**src/common/ucode_pkg.sv**
```systemverilog
package ucode_pkg;

    ////////////////////////////////////////////////////////////
    // Sizes and timing
    ////////////////////////////////////////////////////////////

    localparam int ADDR_W = 8;
    localparam int DATA_W = 8;

    // Every micro-state is held this many clock cycles
    localparam int STEP_CYCLES = 21;
    localparam int STEP_CNT_W  = 5;

    // Program image starts here in the block RAM
    localparam logic [ADDR_W-1:0] PROG_BASE = 8'h05;

    ////////////////////////////////////////////////////////////
    // Instruction opcodes
    ////////////////////////////////////////////////////////////

    typedef enum logic [DATA_W-1:0] {
        STORE  = 8'd1,
        LOAD   = 8'd2,
        ADD    = 8'd3,
        SUB    = 8'd4,
        JMPGEZ = 8'd5,
        JMP    = 8'd6,
        HALT   = 8'd7
    } opcode_e;

    ////////////////////////////////////////////////////////////
    // Micro-states
    ////////////////////////////////////////////////////////////

    typedef enum logic [4:0] {
        FETCH_0 = 5'd0,
        FETCH_1,
        FETCH_2,
        LOAD_0,
        LOAD_1,
        LOAD_2,
        STORE_0,
        STORE_1,
        ADD_0,
        ADD_1,
        ADD_2,
        SUB_0,
        SUB_1,
        SUB_2,
        JMPGEZ_0,
        JMP_0,
        HALT_0,
        // Shared end of every non-halt instruction
        TAIL_A,
        TAIL_B,
        HALTED
    } ustate_e;

    ////////////////////////////////////////////////////////////
    // Control word
    ////////////////////////////////////////////////////////////

    typedef struct packed {
        logic [4:0] alu_hi;
        logic [4:0] alu_lo;
        logic [4:0] reg_load;
        logic [4:0] bus_src;
        logic [4:0] seq_ctl;
    } ctrl_word_t;

    // Field order: alu_hi, alu_lo, reg_load, bus_src, seq_ctl
    localparam ctrl_word_t CW_IDLE       = '{5'b00000, 5'b00000, 5'b00000, 5'b00000, 5'b00000};
    localparam ctrl_word_t CW_NEXT       = '{5'b00000, 5'b00000, 5'b00000, 5'b00000, 5'b00001};
    localparam ctrl_word_t CW_MEM_READ   = '{5'b00000, 5'b00000, 5'b00000, 5'b00100, 5'b00001};
    localparam ctrl_word_t CW_FETCH_IR   = '{5'b00000, 5'b00000, 5'b00011, 5'b00000, 5'b10001};
    localparam ctrl_word_t CW_DECODE     = '{5'b00000, 5'b00000, 5'b00000, 5'b00100, 5'b00010};
    localparam ctrl_word_t CW_LOAD_ACC   = '{5'b00000, 5'b00000, 5'b01100, 5'b00000, 5'b00001};
    localparam ctrl_word_t CW_ACC_WRITE  = '{5'b00000, 5'b00000, 5'b10000, 5'b00000, 5'b00001};
    localparam ctrl_word_t CW_STORE_ADDR = '{5'b00000, 5'b00000, 5'b00000, 5'b10000, 5'b00001};
    localparam ctrl_word_t CW_STORE_DATA = '{5'b00000, 5'b00000, 5'b00000, 5'b01000, 5'b00001};
    localparam ctrl_word_t CW_ALU_OPND   = '{5'b00000, 5'b00000, 5'b00100, 5'b00000, 5'b00001};
    localparam ctrl_word_t CW_SUB_RESULT = '{5'b00000, 5'b00001, 5'b00000, 5'b00000, 5'b00001};
    localparam ctrl_word_t CW_JUMP       = '{5'b00000, 5'b00000, 5'b00000, 5'b00001, 5'b00001};
    localparam ctrl_word_t CW_HALT       = '{5'b00000, 5'b00010, 5'b00000, 5'b00000, 5'b00000};
    localparam ctrl_word_t CW_TAIL_A     = '{5'b00000, 5'b00000, 5'b00000, 5'b00000, 5'b01001};
    localparam ctrl_word_t CW_TAIL_B     = '{5'b00000, 5'b00000, 5'b00000, 5'b00000, 5'b00100};

endpackage

```
**src/common/seq_if.sv**
```systemverilog
`timescale 1ns/1ps

interface seq_if;

    // Last cycle of the current dwell
    logic step_done;

    // First micro-state of the decoded instruction
    ucode_pkg::ustate_e entry_state;
    logic               entry_valid;

    ucode_pkg::ustate_e upc;
    logic               halted;

    modport timer (
        input  halted,
        output step_done
    );

    modport dispatch (
        output entry_state,
        output entry_valid
    );

    modport sequencer (
        input  step_done,
        input  entry_state,
        input  entry_valid,
        output upc,
        output halted
    );

    modport store (
        input  upc
    );

endinterface

```
**src/sequencer/step_timer.sv**
```systemverilog
`timescale 1ns/1ps

module step_timer
    import ucode_pkg::*;
(
    input  logic clk,
    input  logic reset,
    seq_if.timer seq
);

    logic [STEP_CNT_W-1:0] dwell_cnt;
    logic                  last_cycle;

    assign last_cycle = (dwell_cnt == STEP_CNT_W'(STEP_CYCLES - 1));

    // No more steps once the CPU has halted
    assign seq.step_done = last_cycle && !seq.halted;

    always_ff @(posedge clk)
    begin
        if (reset)
        begin
            dwell_cnt <= '0;
        end
        else if (seq.halted)
        begin
            dwell_cnt <= dwell_cnt;
        end
        else if (last_cycle)
        begin
            dwell_cnt <= '0;
        end
        else
        begin
            dwell_cnt <= dwell_cnt + 1'b1;
        end
    end

endmodule

```
**src/sequencer/opcode_dispatch.sv**
```systemverilog
`timescale 1ns/1ps

module opcode_dispatch
    import ucode_pkg::*;
(
    input  logic [DATA_W-1:0] ir,
    seq_if.dispatch           seq
);

    always_comb
    begin
        seq.entry_valid = 1'b1;
        case (opcode_e'(ir))
            LOAD:
                seq.entry_state = LOAD_0;
            STORE:
                seq.entry_state = STORE_0;
            ADD:
                seq.entry_state = ADD_0;
            SUB:
                seq.entry_state = SUB_0;
            JMPGEZ:
                seq.entry_state = JMPGEZ_0;
            JMP:
                seq.entry_state = JMP_0;
            HALT:
                seq.entry_state = HALT_0;
            default:
            begin
                // No entry for an unknown opcode
                seq.entry_state = FETCH_0;
                seq.entry_valid = 1'b0;
            end
        endcase
    end

endmodule

```
**src/sequencer/micro_sequencer.sv**
```systemverilog
`timescale 1ns/1ps

module micro_sequencer
    import ucode_pkg::*;
(
    input  logic      clk,
    input  logic      reset,
    seq_if.sequencer  seq
);

    ustate_e state;
    ustate_e state_next;

    ////////////////////////////////////////////////////////////
    // Successor chain
    ////////////////////////////////////////////////////////////

    always_comb
    begin
        case (state)
            FETCH_0:  state_next = FETCH_1;
            FETCH_1:  state_next = FETCH_2;
            FETCH_2:  state_next = seq.entry_valid ? seq.entry_state : TAIL_B;

            LOAD_0:   state_next = LOAD_1;
            LOAD_1:   state_next = LOAD_2;
            LOAD_2:   state_next = TAIL_A;

            STORE_0:  state_next = STORE_1;
            STORE_1:  state_next = TAIL_A;

            ADD_0:    state_next = ADD_1;
            ADD_1:    state_next = ADD_2;
            ADD_2:    state_next = TAIL_A;

            SUB_0:    state_next = SUB_1;
            SUB_1:    state_next = SUB_2;
            SUB_2:    state_next = TAIL_A;

            // Jumps already moved pc, only the fetch return is left
            JMPGEZ_0: state_next = TAIL_B;
            JMP_0:    state_next = TAIL_B;

            TAIL_A:   state_next = TAIL_B;
            TAIL_B:   state_next = FETCH_0;

            HALT_0:   state_next = HALTED;
            HALTED:   state_next = HALTED;

            default:  state_next = FETCH_0;
        endcase
    end

    ////////////////////////////////////////////////////////////
    // Micro-state register
    ////////////////////////////////////////////////////////////

    always_ff @(posedge clk)
    begin
        if (reset)
        begin
            state <= FETCH_0;
        end
        else if (seq.step_done)
        begin
            state <= state_next;
        end
    end

    assign seq.upc    = state;
    assign seq.halted = (state == HALTED);

endmodule

```
**src/control_store.sv**
```systemverilog
`timescale 1ns/1ps

module control_store
    import ucode_pkg::*;
(
    input  logic              clk,
    input  logic              reset,
    seq_if.store              seq,
    input  logic              flag,
    input  logic [ADDR_W-1:0] mar,
    input  logic [ADDR_W-1:0] pc,
    output ctrl_word_t        control,
    output logic [ADDR_W-1:0] mem_addr,
    output logic              mem_rd_en,
    output logic              mem_wr_en
);

    ctrl_word_t        word_next;
    logic [ADDR_W-1:0] addr_next;
    logic              rd_next;
    logic              wr_next;

    ////////////////////////////////////////////////////////////
    // Microcode table
    ////////////////////////////////////////////////////////////

    always_comb
    begin
        word_next = CW_IDLE;
        addr_next = '0;
        rd_next   = 1'b0;
        wr_next   = 1'b0;
        case (seq.upc)
            FETCH_0:
            begin
                word_next = CW_MEM_READ;
                addr_next = pc + PROG_BASE;
                rd_next   = 1'b1;
            end
            FETCH_1:  word_next = CW_FETCH_IR;
            FETCH_2:  word_next = CW_DECODE;

            // Operand read for the memory instructions
            LOAD_0, ADD_0, SUB_0:
            begin
                word_next = CW_MEM_READ;
                addr_next = mar;
                rd_next   = 1'b1;
            end
            LOAD_1:   word_next = CW_LOAD_ACC;
            LOAD_2, ADD_2:
                      word_next = CW_ACC_WRITE;
            ADD_1, SUB_1:
                      word_next = CW_ALU_OPND;
            SUB_2:    word_next = CW_SUB_RESULT;

            STORE_0:  word_next = CW_STORE_ADDR;
            STORE_1:
            begin
                word_next = CW_STORE_DATA;
                addr_next = mar;
                wr_next   = 1'b1;
            end

            // Branch taken on flag low
            JMPGEZ_0: word_next = flag ? CW_NEXT : CW_JUMP;
            JMP_0:    word_next = CW_JUMP;
            HALT_0:   word_next = CW_HALT;

            TAIL_A:   word_next = CW_TAIL_A;
            TAIL_B:   word_next = CW_TAIL_B;
            default:  word_next = CW_IDLE;
        endcase
    end

    always_ff @(posedge clk)
    begin
        if (reset)
        begin
            control   <= CW_IDLE;
            mem_addr  <= '0;
            mem_rd_en <= 1'b0;
            mem_wr_en <= 1'b0;
        end
        else
        begin
            control   <= word_next;
            mem_addr  <= addr_next;
            mem_rd_en <= rd_next;
            mem_wr_en <= wr_next;
        end
    end

endmodule

```
**src/control_unit.sv**
```systemverilog
`timescale 1ns/1ps

module control_unit
    import ucode_pkg::*;
(
    input  logic              clk,
    input  logic              reset,
    input  logic [DATA_W-1:0] ir,
    input  logic [ADDR_W-1:0] mar,
    input  logic [ADDR_W-1:0] pc,
    input  logic              flag,
    output logic [24:0]       control,
    output logic [ADDR_W-1:0] mem_addr,
    output logic              mem_rd_en,
    output logic              mem_wr_en
);

    seq_if seq ();

    ////////////////////////////////////////////////////////////
    // Sequencer
    ////////////////////////////////////////////////////////////

    step_timer step_timer_i (
        .clk   (clk),
        .reset (reset),
        .seq   (seq.timer)
    );

    // Decode runs beside the timer, the result is taken in FETCH_2
    opcode_dispatch opcode_dispatch_i (
        .ir  (ir),
        .seq (seq.dispatch)
    );

    micro_sequencer micro_sequencer_i (
        .clk   (clk),
        .reset (reset),
        .seq   (seq.sequencer)
    );

    ////////////////////////////////////////////////////////////
    // Control store
    ////////////////////////////////////////////////////////////

    control_store control_store_i (
        .clk       (clk),
        .reset     (reset),
        .seq       (seq.store),
        .flag      (flag),
        .mar       (mar),
        .pc        (pc),
        .control   (control),
        .mem_addr  (mem_addr),
        .mem_rd_en (mem_rd_en),
        .mem_wr_en (mem_wr_en)
    );

endmodule

```
**config.mk**
```make
export PLATFORM = sky130hd
export DESIGN_NAME = control_unit
export DESIGN_NICKNAME = d
export VERILOG_FILES = /design/src/common/ucode_pkg.sv /design/src/common/seq_if.sv /design/src/sequencer/step_timer.sv /design/src/sequencer/opcode_dispatch.sv /design/src/sequencer/micro_sequencer.sv /design/src/control_store.sv /design/src/control_unit.sv
export SDC_FILE = /design/constraint.sdc
export NUM_CORES = 1
export LEC_CHECK = 0
export ABC_AREA = 0
export BUFFER_PORTS_ARGS = -buffer_cell sky130_fd_sc_hd__buf_2
export CORE_MARGIN = 2
export CORE_UTILIZATION = 49
export DETAILED_ROUTE_END_ITERATION = 7
export PLACE_DENSITY = 0.89
export REMOVE_ABC_BUFFERS = 1
export SLEW_MARGIN = 0
export SYNTH_ARGS = -nofsm -noshare
export SYNTH_HDL_FRONTEND = slang
export SYNTH_SLANG_ARGS = --single-unit
```
**constraint.sdc**
```tcl
create_clock -name clk -period 2.2 [get_ports clk]
set_clock_uncertainty 0.2 [all_clocks]
set_input_delay 0.11 -clock clk [delete_from_list [all_inputs] [get_ports clk]]
set_output_delay 0.11 -clock clk [all_outputs]
set_load 0.02 [all_outputs]
```
==> results of run 1 <==
-- Yosys cell counts (2+ instances only) --
| master | instances |
|---|---|
| nand2_1 | 13 |
| buf_4 | 11 |
| dfxtp_1 | 34 |
| clkbuf_1 | 6 |
| inv_1 | 3 |
| o2111ai_1 | 2 |
| o21ai_0 | 2 |
| xor2_1 | 3 |
| ha_1 | 3 |
| a2111oi_0 | 2 |
| nor3_1 | 13 |
| buf_2 | 3 |
| or4bb_1 | 2 |
| a211oi_1 | 2 |
| nor2b_1 | 3 |
| a22oi_1 | 7 |
| nor4_1 | 2 |
| a21oi_1 | 6 |
| o21ai_1 | 9 |
| xnor2_1 | 6 |
| buf_6 | 2 |
| nand2b_1 | 5 |
| o22ai_1 | 3 |
| and2_1 | 2 |
| nor2_1 | 22 |
| nand3b_1 | 3 |
| buf_1 | 2 |
| or3_1 | 3 |
-- power by group --
group          internal, mW  total, mW  switching [mW]
Combinational        0.0849      0.188           0.103
Clock                 0.238      0.461           0.223
Sequential            0.634      0.642         0.00806
-- sequential cells by signal, indices dropped and copies added (netlist names) --
name                       cells
control_store_i.mem_rd_en      1
control_store_i.control       14
micro_sequencer_i.seq.upc      5
control_store_i.mem_wr_en      1
step_timer_i.dwell_cnt         5
control_store_i.mem_addr       8
-- final cells by class --
type	instances	area (µm²)
clock buffers	5	37.5
repair buffers	81	536
inverters	4	15.0
flip-flops and latches	34	681
well taps	46	57.6
fillers	247	1070
multi-input cells	151	971
clock inverters	3	45.0
-- worst paths after layout --
check	startpoint	end	cells past startpoint	slack, ns
worst max register to register	step_timer_i.dwell_cnt[0]	micro_sequencer_i.seq.upc[1]	6	0.15
worst max-delay path	step_timer_i.dwell_cnt[0]	micro_sequencer_i.seq.upc[1]	6	0.15
worst min register to register	step_timer_i.dwell_cnt[1]	step_timer_i.dwell_cnt[1]	2	0.30
worst min-delay path	pc[6]	control_store_i.mem_addr[6]	4	0.04
-- worst min-delay path, delay by kind of cell --
kind | cells | cell delay [ns]
compound gates | 1 | 0.09
xor+xnor | 1 | 0.12
simple gates | 1 | 0.11
buf+inv | 1 | 0.11
-- layer usage --
layer	up-vias	wire [µm]	share of wire [%]
met5	-	0	0
met4	0	80	1.6
met2	103	2470	50
met1	837	1920	39
met3	9	456	9.3
li1	866	-	-
-- logic make-up (layout without fill, tap and decap cells) --
kind of cell             count (synthesis)  count (layout)
XOR/XNOR                                 9               9
flip-flops                              34              34
adder cells (fa/ha/maj)                  3               3
other                                    1               9
AO/OA/AOI/OAI                           46              46
buffers and inverters                   28              93
multiplexers                             2               2
AND/OR/NAND/NOR                         82              82
-- cells in the final DEF (no fill, tap or decap), types with 3 or more instances in the layout --
cell type,synthesis,routed
or3_1,3,3
buf_4,11,6
a21oi_1,6,6
a22oi_1,7,7
buf_2,3,52
nor3_1,13,13
nand3b_1,3,3
inv_1,3,3
dfxtp_1,34,34
ha_1,3,3
clkbuf_4,0,5
xnor2_1,6,6
xor2_1,3,3
o21ai_1,9,9
o22ai_1,3,3
nand2_1,13,13
nand2b_1,5,5
nor2_1,22,22
nor2b_1,3,3
dlygate4sd3_1,0,23
conb_1,1,9
==> qor.txt, run 1 <==
Outcome -> complete, no violations
Min Tclk post-route -> 2.05 ns
Initial core utilization -> 52.3%
Ant. Diodes -> 0
Data arrival time of the worst path -> 2.13 ns
Predominant post-synthesis flop cell -> dfxtp_1
Routed WL -> 4930 µm
Tot GR Track Use -> 24.6%
Clock sink count -> 34
Worst path max stage delay -> 0.58 ns
DRT Pass-1 Iters -> 6
Fraction of synthesized area in multiplexers -> 1.19%
Post-layout nets -> 307
Final hold slack -> 0.0357 ns
Final instance area -> 0.00234 mm²
Final setup viols -> 0
Worst-path clk slew -> 0.11 ns
# rows -> 21
Slowest cell on the critical path -> a2111oi_0
Vias in the first global route -> 1,632
GRT overflow -> 0
Synth Cell Area -> 0.00179 mm²
Synth Area in Compound Gates -> 18.9%
CTS root buffer -> clkbuf_4
Ranking of synthesized cells by area -> dfxtp_1 (38%), buf_4 (4.6%), nor2_1 (4.6%)
Area share of fa/ha/maj cells after synthesis -> 2.10%
Buffers & Inverters on Critical Path -> 1
Placed cell areas -> 0.00203 mm²
# Post-CTS Setup Buffers -> 0
Synth top area share -> 38.1%
Drt first-iter violations -> 206
H-tree depth -> 2
Slew @ Worst Pin -> 0.493 ns
Die span in y -> 64.4 µm
Largest family of logic cells by synthesized area -> simple AND/OR/NAND/NOR gates
Fin cells -> 324
Post-placement cell count -> 293
Clock buffer count from CTS -> 5
Routing usage on met1 -> 28.1%
DRC -> 0
P_leak -> 1.01 nW
EDFF count, synth -> 0
Seq cells post-synth -> 34
CTS tree -> done
Grt peak-use layer -> met2
GPL Wtd Cong -> 0.927
Hold_buf cts -> 23
I/O Buffers -> 52
Clk buf depth -> 2
Max Cap Viol -> 0
Layout cells sized above 1 -> 27.3%
Async SR Flop Fraction -> 0%
Worst Path Required -> 2.28 ns
Initial antenna violation count -> 0
Die area -> 0.00415 mm²
Post-cts sizing count -> 0
Die Wd -> 64.4 µm
Crit-path cells -> inv_1 > ha_1 > nand4b_1 > a2111oi_0 > o311ai_1 > o21ai_1
Synthesis-to-finish area growth -> 31.1%
Synth Area in Simple Gates -> 25.8%
Setup WS pre-CTS -> 0.175 ns
GR Layer Usage met2 -> 43.6%
I/O pins -> 62
Syn avg cell area -> 8.72 µm²
DRT antenna net count -> 0
CP startpoint kind -> flip-flop
CP top delay family -> compound AO/OA/AOI/OAI gates
Via density -> 5.60
Pwr Density -> 551 mW/mm²
Leading area contributor after synthesis -> dfxtp_1
Setup_tns -> 0 ns
Syn Inst Count -> 205
Final Util -> 68.6%
GR Util met3 -> 5.63%
Final Hold Vio Count -> 0
Final Max Slew Viols -> 0
Largest net degree at the start of global routing -> 21
Synth warnings -> 0
Worst-path fanout max -> 8
Via count -> 1,815
HPWL Detailed -> 2880 µm
Synth Area in XOR/XNOR -> 4.41%
Worst Hold Class -> input pin to flip-flop
Placeable Area -> 0.00342 mm²
First-pass GRT wire length -> 7760 µm
Slack of the critical path -> 0.146 ns
Critical Path End Type -> flip-flop
Maximum vdd drop -> 0.222 mV
Post-synthesis sequential area ratio -> 38.1%
RSZ-0062 raised after global routing -> false
Yosys cell types -> 59
Post-route clock period utilization -> 93.4%
Relative max-transition margin -> 66.3%
Achievable Freq -> 487 MHz
Routed wire per std cell -> 15.2 µm
Tot Pwr -> 1.29 mW
Crit Path Category -> flip-flop to flip-flop
Latest clock arrival within the worst-skew pair -> 0.34 ns
Power figures use the tool's default switching activity.
==> inputs of run 2 (changes only) <==
--- a/config.mk
+++ b/config.mk
@@ -7,10 +7,13 @@
 export LEC_CHECK = 0
 export ABC_AREA = 0
 export BUFFER_PORTS_ARGS = -buffer_cell sky130_fd_sc_hd__buf_2
+export CELL_PAD_IN_SITES_DETAIL_PLACEMENT = 1
+export CELL_PAD_IN_SITES_GLOBAL_PLACEMENT = 2
 export CORE_MARGIN = 2
-export CORE_UTILIZATION = 49
+export CORE_UTILIZATION = 28
 export DETAILED_ROUTE_END_ITERATION = 7
 export PLACE_DENSITY = 0.89
+export RECOVER_POWER = 100
 export REMOVE_ABC_BUFFERS = 1
 export SLEW_MARGIN = 0
 export SYNTH_ARGS = -nofsm -noshare
==> qor.txt, run 2 (synthesized netlist as in run 1, its figures left out) <==
Outcome -> finished, violations left (was complete, no violations)
Violated checks -> negative hold slack
Routed wire per std cell -> 13.9 µm (was 15.2 µm)
Min Tclk post-route -> 1.88 ns (was 2.05 ns)
Latest clock arrival within the worst-skew pair -> 0.28 ns (was 0.34 ns)
Worst path max stage delay -> 0.56 ns (was 0.58 ns)
RSZ-0062 raised after global routing -> false (unchanged)
Tot GR Track Use -> 14.6% (was 24.6%)
Routed WL -> 4900 µm (was 4930 µm)
Via density -> 4.81 (was 5.60)
Die Wd -> 83.9 µm (was 64.4 µm)
Clk buf depth -> 2 (unchanged)
Post-route clock period utilization -> 85.6% (was 93.4%)
Worst Hold Class -> input pin to flip-flop (unchanged)
Data arrival time of the worst path -> 1.86 ns (was 2.13 ns)
P_leak -> 0.893 nW (was 1.01 nW)
Worst Path Required -> 2.17 ns (was 2.28 ns)
Via count -> 1,692 (was 1,815)
GRT overflow -> 0 (unchanged)
Largest net degree at the start of global routing -> 24 (was 21)
Commonest cells after routing, fill and taps aside -> dfxtp_1 (34), clkbuf_1 (29), buf_2 (26), nor2_1 (23), dlygate4sd3_1 (18) (was buf_2 (52), dfxtp_1 (34), dlygate4sd3_1 (23), nor2_1 (22))
I/O pins -> 62 (unchanged)
Largest registers -> control_store_i.control (14), control_store_i.mem_addr (8) (unchanged)
Layout cells sized above 1 -> 17.1% (was 27.3%)
Final setup viols -> 0 (unchanged)
Achievable Freq -> 531 MHz (was 487 MHz)
DRC -> 0 (unchanged)
Max Cap Viol -> 0 (unchanged)
# rows -> 29 (was 21)
Final hold slack -> -0.000633 ns (was 0.0357 ns)
Crit Path Category -> flip-flop to flip-flop (unchanged)
Die span in y -> 83.9 µm (was 64.4 µm)
First-pass GRT wire length -> 8360 µm (was 7760 µm)
Relative max-transition margin -> 58.2% (was 66.3%)
Largest register by flop count -> control_store_i.control (unchanged)
Initial antenna violation count -> 0 (unchanged)
Clock buffer count from CTS -> 5 (unchanged)
GPL Wtd Cong -> 0.835 (was 0.927)
Number of flip-flops in the largest register -> 14 (unchanged)
H-tree depth -> 2 (unchanged)
DRT Pass-1 Iters -> 4 (was 6)
Worst R2R Setup Slack -> 0.32 ns (was 0.15 ns)
Placeable Area -> 0.00628 mm² (was 0.00342 mm²)
CTS tree -> done (unchanged)
Clock sink count -> 34 (unchanged)
Setup WS pre-CTS -> 0.357 ns (was 0.175 ns)
Maximum vdd drop -> 0.215 mV (was 0.222 mV)
Crit-path cells -> or4b_1 > o211ai_2 > nand3b_1 > o41ai_1 (was inv_1 > ha_1 > nand4b_1 > a2111oi_0 > o311ai_1 > o21ai_1)
Post-layout nets -> 304 (was 307)
Most common cell after layout, fill and taps aside -> dfxtp_1 (was buf_2)
Final Max Slew Viols -> 0 (unchanged)
Drt first-iter violations -> 51 (was 206)
HPWL Detailed -> 3430 µm (was 2880 µm)
Ant. Diodes -> 0 (unchanged)
Pwr Density -> 565 mW/mm² (was 551 mW/mm²)
Post-cts sizing count -> 0 (unchanged)
Fin cells -> 352 (was 324)
Initial core utilization -> 28.5% (was 52.3%)
Vias in the first global route -> 1,777 (was 1,632)
Final Hold Vio Count -> 1 (was 0)
Worst-path clk slew -> 0.07 ns (was 0.11 ns)
Slew @ Worst Pin -> 0.627 ns (was 0.493 ns)
CP startpoint kind -> flip-flop (unchanged)
Die area -> 0.00704 mm² (was 0.00415 mm²)
Critical Path End Type -> flip-flop (unchanged)
DRT antenna net count -> 0 (unchanged)
CTS root buffer -> clkbuf_8 (was clkbuf_4)
Tot Pwr -> 1.29 mW (about the same)
Post-placement cell count -> 326 (was 293)
Slowest cell on the critical path -> or4b_1 (was a2111oi_0)
Setup_tns -> 0 ns (unchanged)
I/O Buffers -> 52 (unchanged)
Worst-path fanout max -> 11 (was 8)
Slack of the critical path -> 0.316 ns (was 0.146 ns)
Synthesis-to-finish area growth -> 27.9% (was 31.1%)
==> run 2: cell count changes in the layout (fill, tap and decap cells not counted), moves of 5 or more <==
cell	delta
clkbuf_1	+29
buf_2	-26
clkbuf_8	+6
clkbuf_4	-5
dlygate4sd3_1	-5
==> run 2: repair_timing <==
item / in CTS / in global routing
buffers inserted: 0 / 0
hold buffers: 18 / 0
hold endpoints to repair: 12 / 0
setup endpoints to repair: 0 / 0
==> run 2: cell type report <==
type                    count  area, µm²
clock inverters             1       5.00
well taps                  77       96.3
flip-flops and latches     34        681
clock buffers               7       86.3
fillers                   779       3990
multi-input cells         151        947
repair buffers             78        455
inverters                   4       15.0
==> run 2: final timing paths <==
path | startpoint | endpoint | cells past startpoint
hold reg to reg | step_timer_i.dwell_cnt[1] | step_timer_i.dwell_cnt[1] | 2
hold / removal | ir[6] | micro_sequencer_i.seq.upc[4] | 5
setup / recovery | micro_sequencer_i.seq.upc[2] | control_store_i.mem_addr[5] | 4
setup reg to reg | micro_sequencer_i.seq.upc[2] | control_store_i.mem_addr[5] | 4
==> run 2: power by group <==
group          switching, mW  internal, mW  total (mW)
logic                 0.0959        0.0752       0.171
registers            0.00886         0.634       0.643
clock network          0.225         0.253       0.478
total                  0.330         0.962        1.29
==> run 2: metrics by stage <==
stage / hold slack (ns) / utilization (%) / area (µm²)
after floorplan: -0.0209 / - / 1670
after global placement: 0.154 / 33.2 / 2080
after detailed placement: 0.152 / 33.2 / 2080
after CTS: 0.00535 / 37.5 / 2350
after global routing: 0.0263 / 36.4 / 2290
final: -0.000633 / 36.4 / 2290
==> run 2: metal layers <==
layer	share of wire, %	GRT usage, %
met1	44	17.3
met2	49	25.6
met3	5.4	3.36
met4	1.7	5.13
met5	0	0
==> run 2: worst max-delay path: cells and delay by family, from the launching register on <==
| family | cells | cell delay (ns) |
|---|---|---|
| AND/OR/NAND/NOR | 2 | 0.69 |
| AO/OA/AOI/OAI | 2 | 0.47 |
| flip-flops | 1 | 0.40 |
==> inputs of run 3 (changes only) <==
--- a/config.mk
+++ b/config.mk
@@ -5,14 +5,14 @@
 export SDC_FILE = /design/constraint.sdc
 export NUM_CORES = 1
 export LEC_CHECK = 0
-export ABC_AREA = 0
+export ABC_AREA = 1
 export BUFFER_PORTS_ARGS = -buffer_cell sky130_fd_sc_hd__buf_2
 export CELL_PAD_IN_SITES_DETAIL_PLACEMENT = 1
 export CELL_PAD_IN_SITES_GLOBAL_PLACEMENT = 2
 export CORE_MARGIN = 2
-export CORE_UTILIZATION = 28
+export CORE_UTILIZATION = 26
 export DETAILED_ROUTE_END_ITERATION = 7
-export PLACE_DENSITY = 0.89
+export PLACE_DENSITY = 0.9
 export RECOVER_POWER = 100
 export REMOVE_ABC_BUFFERS = 1
 export SLEW_MARGIN = 0
==> qor.txt, run 3 <==
Outcome -> complete, no violations (was finished, violations left)
Worst path max stage delay -> 0.55 ns (was 0.56 ns)
Yosys cell types -> 29 (was 59)
Clock sink count -> 34 (unchanged)
Post-synthesis sequential area ratio -> 37.2% (was 38.1%)
Hold depth -> 2 (was 5)
Worst Hold Class -> input pin to flip-flop (unchanged)
Seq cells post-synth -> 34 (unchanged)
GPL Wtd Cong -> 0.796 (was 0.835)
Post-layout nets -> 371 (was 304)
Maximum vdd drop -> 0.183 mV (was 0.215 mV)
Drt first-iter violations -> 67 (was 51)
Largest registers -> control_store_i.control (14), control_store_i.mem_addr (8) (unchanged)
Routed WL -> 5050 µm (was 4900 µm)
RSZ-0062 raised after global routing -> false (unchanged)
Via density -> 4.26 (was 4.81)
Vias in the first global route -> 1,704 (was 1,777)
Slowest cell on the critical path -> dlygate4sd3_1 (was or4b_1)
CTS tree -> done (unchanged)
DRC -> 0 (unchanged)
Crit Path Category -> input pin to flip-flop (was flip-flop to flip-flop)
Layout cells sized above 1 -> 12.0% (was 17.1%)
CP top delay family -> buffers and inverters (was simple AND/OR/NAND/NOR gates)
Worst Path Required -> 2.21 ns (was 2.17 ns)
GRT overflow -> 0 (unchanged)
Die span in y -> 87.9 µm (was 83.9 µm)
Tot GR Track Use -> 13.1% (was 14.6%)
Async SR Flop Fraction -> 0% (unchanged)
Ranking of synthesized cells by area -> dfxtp_1 (37%), nand2_1 (14%), inv_1 (6.6%) (was dfxtp_1 (38%), buf_4 (4.6%), nor2_1 (4.6%))
DRT antenna net count -> 0 (unchanged)
Cell depth of the worst flop-to-flop path -> 9 (was 4)
Most common cell after layout, fill and taps aside -> nand2_1 (was dfxtp_1)
Setup WS pre-CTS -> 0.449 ns (was 0.357 ns)
Number of flip-flops in the largest register -> 14 (unchanged)
Ant. Diodes -> 0 (unchanged)
Predominant post-synthesis flop cell -> dfxtp_1 (unchanged)
Worst-path fanout max -> 3 (was 11)
Initial core utilization -> 26.9% (was 28.5%)
WP depth -> 9 (was 4)
Synth Cell Area -> 0.00183 mm² (was 0.00179 mm²)
CTS root buffer -> clkbuf_8 (unchanged)
Post-cts sizing count -> 0 (unchanged)
Routed wire per std cell -> 11.5 µm (was 13.9 µm)
Syn Inst Count -> 274 (was 205)
Hold_buf cts -> 14 (was 18)
EDFF count, synth -> 0 (unchanged)
Min Tclk post-route -> 2.05 ns (was 1.88 ns)
Initial antenna violation count -> 0 (unchanged)
Synthesis-to-finish area growth -> 25.5% (was 27.9%)
Most common cell in the netlist -> nand2_1 (was dfxtp_1)
Via count -> 1,864 (was 1,692)
Syn avg cell area -> 6.67 µm² (was 8.72 µm²)
Crit-path cells -> dlygate4sd3_1 > buf_2 > ha_1 > nor2_1 > nor2_1 > nand3_1 > dlygate4sd3_1 > nand3_1 > a21oi_1 (was or4b_1 > o211ai_2 > nand3b_1 > o41ai_1)
Die area -> 0.00772 mm² (was 0.00704 mm²)
I/O Buffers -> 52 (unchanged)
Synth warnings -> 0 (unchanged)
First-pass GRT wire length -> 7940 µm (was 8360 µm)
Pwr Density -> 552 mW/mm² (was 565 mW/mm²)
# rows -> 30 (was 29)
CP startpoint kind -> input pin (was flip-flop)
H-tree depth -> 2 (unchanged)
P_leak -> 1.11 nW (was 0.893 nW)
Clock buffer count from CTS -> 5 (unchanged)
Synth top cells by count -> nand2_1 (66), dfxtp_1 (34), inv_1 (32), nor2_1 (32), a21oi_1 (21) (was dfxtp_1 (34), nor2_1 (22), nand2_1 (13), nor3_1 (13), buf_4 (11))
Largest net degree at the start of global routing -> 19 (was 24)
Critical Path End Type -> flip-flop (unchanged)
Leading area contributor after synthesis -> dfxtp_1 (unchanged)
Worst-path clk slew -> 0.07 ns (about the same)
Slack of the critical path -> 0.151 ns (was 0.316 ns)
Final Max Slew Viols -> 0 (unchanged)
Die Wd -> 87.9 µm (was 83.9 µm)
Placeable Area -> 0.00679 mm² (was 0.00628 mm²)
Final Hold Vio Count -> 0 (was 1)
DRT Pass-1 Iters -> 4 (unchanged)
I/O pins -> 62 (unchanged)
Setup_tns -> 0 ns (unchanged)
Clk buf depth -> 2 (unchanged)
# Post-CTS Setup Buffers -> 0 (unchanged)
HPWL Detailed -> 3780 µm (was 3430 µm)
Latest clock arrival within the worst-skew pair -> 0.28 ns (about the same)
Achievable Freq -> 488 MHz (was 531 MHz)
Final setup viols -> 0 (unchanged)
Post-route clock period utilization -> 93.1% (was 85.6%)
Max Cap Viol -> 0 (unchanged)
Buffers & Inverters on Critical Path -> 3 (was 0)
Data arrival time of the worst path -> 2.06 ns (was 1.86 ns)
Commonest cells after routing, fill and taps aside -> nand2_1 (70), inv_1 (35), nor2_1 (35), dfxtp_1 (34), clkbuf_1 (27) (was dfxtp_1 (34), clkbuf_1 (29), buf_2 (26), nor2_1 (23), dlygate4sd3_1 (18))
Largest register by flop count -> control_store_i.control (unchanged)
Synth top area share -> 37.2% (was 38.1%)
run 3: routing by layer:
layer,track usage (%),share of wire [%]
met1,16.5,48
met2,22.1,46
met3,2.54,4.2
met4,4.62,1.7
met5,0,0
run 3: worst paths after layout:
check	to	slack, ns	start
worst max-delay path	control_store_i.mem_addr[6]	0.15	pc[0]
worst min register to register	step_timer_i.dwell_cnt[4]	0.29	step_timer_i.dwell_cnt[4]
worst max register to register	step_timer_i.dwell_cnt[4]	0.30	micro_sequencer_i.seq.upc[2]
worst min-delay path	control_store_i.control[12]	0.006	reset
run 3: cell families after synthesis:
family | after synthesis | synth area share [%]
and+or+nand+nor | 149 | 36.6
DFF | 34 | 37.2
AOI/OAI and AO/OA | 35 | 10.6
buffers and inverters | 52 | 13.3
other | 1 | 0.205
adders and majority gates | 3 | 2.05
run 3: area by class of cell:
type / count / area (µm²)
fill: 899 / 4500
multi-input combinational: 196 / 888
sequential: 34 / 681
timing repair buffer: 67 / 375
inverter: 37 / 139
tap: 96 / 120
clock buffer: 7 / 86.3
clock inverter: 1 / 5.00
run 3: metrics by stage:
stage                     power [mW]  hold slack, ns  cell area, µm²  instances  util (%)
after global placement         0.789           0.111            2140        416      31.5
after detailed placement       0.791           0.108            2140        416      31.5
after global routing            1.33         0.00991            2290        438      33.8
final                           1.27         0.00559            2290        438      33.8
after CTS                       1.29        0.000617            2370        438      34.9
after floorplan                0.731         -0.0209            1750        267         -
run 3: power by group:
part | leakage (nW) | internal (mW) | switching [mW] | total, mW
Combinational | 0.781 | 0.0607 | 0.0917 | 0.152
Sequential | 0.278 | 0.633 | 0.00754 | 0.641
Clock | 0.0482 | 0.252 | 0.222 | 0.474
run 3: worst register-to-register path, delay by kind of cell, from the launching register on:
family                 cells  cell delay [ns]
AO/OA/AOI/OAI              2             0.20
AND/OR/NAND/NOR            5             0.78
buffers and inverters      2             0.29
flip-flops                 1             0.37
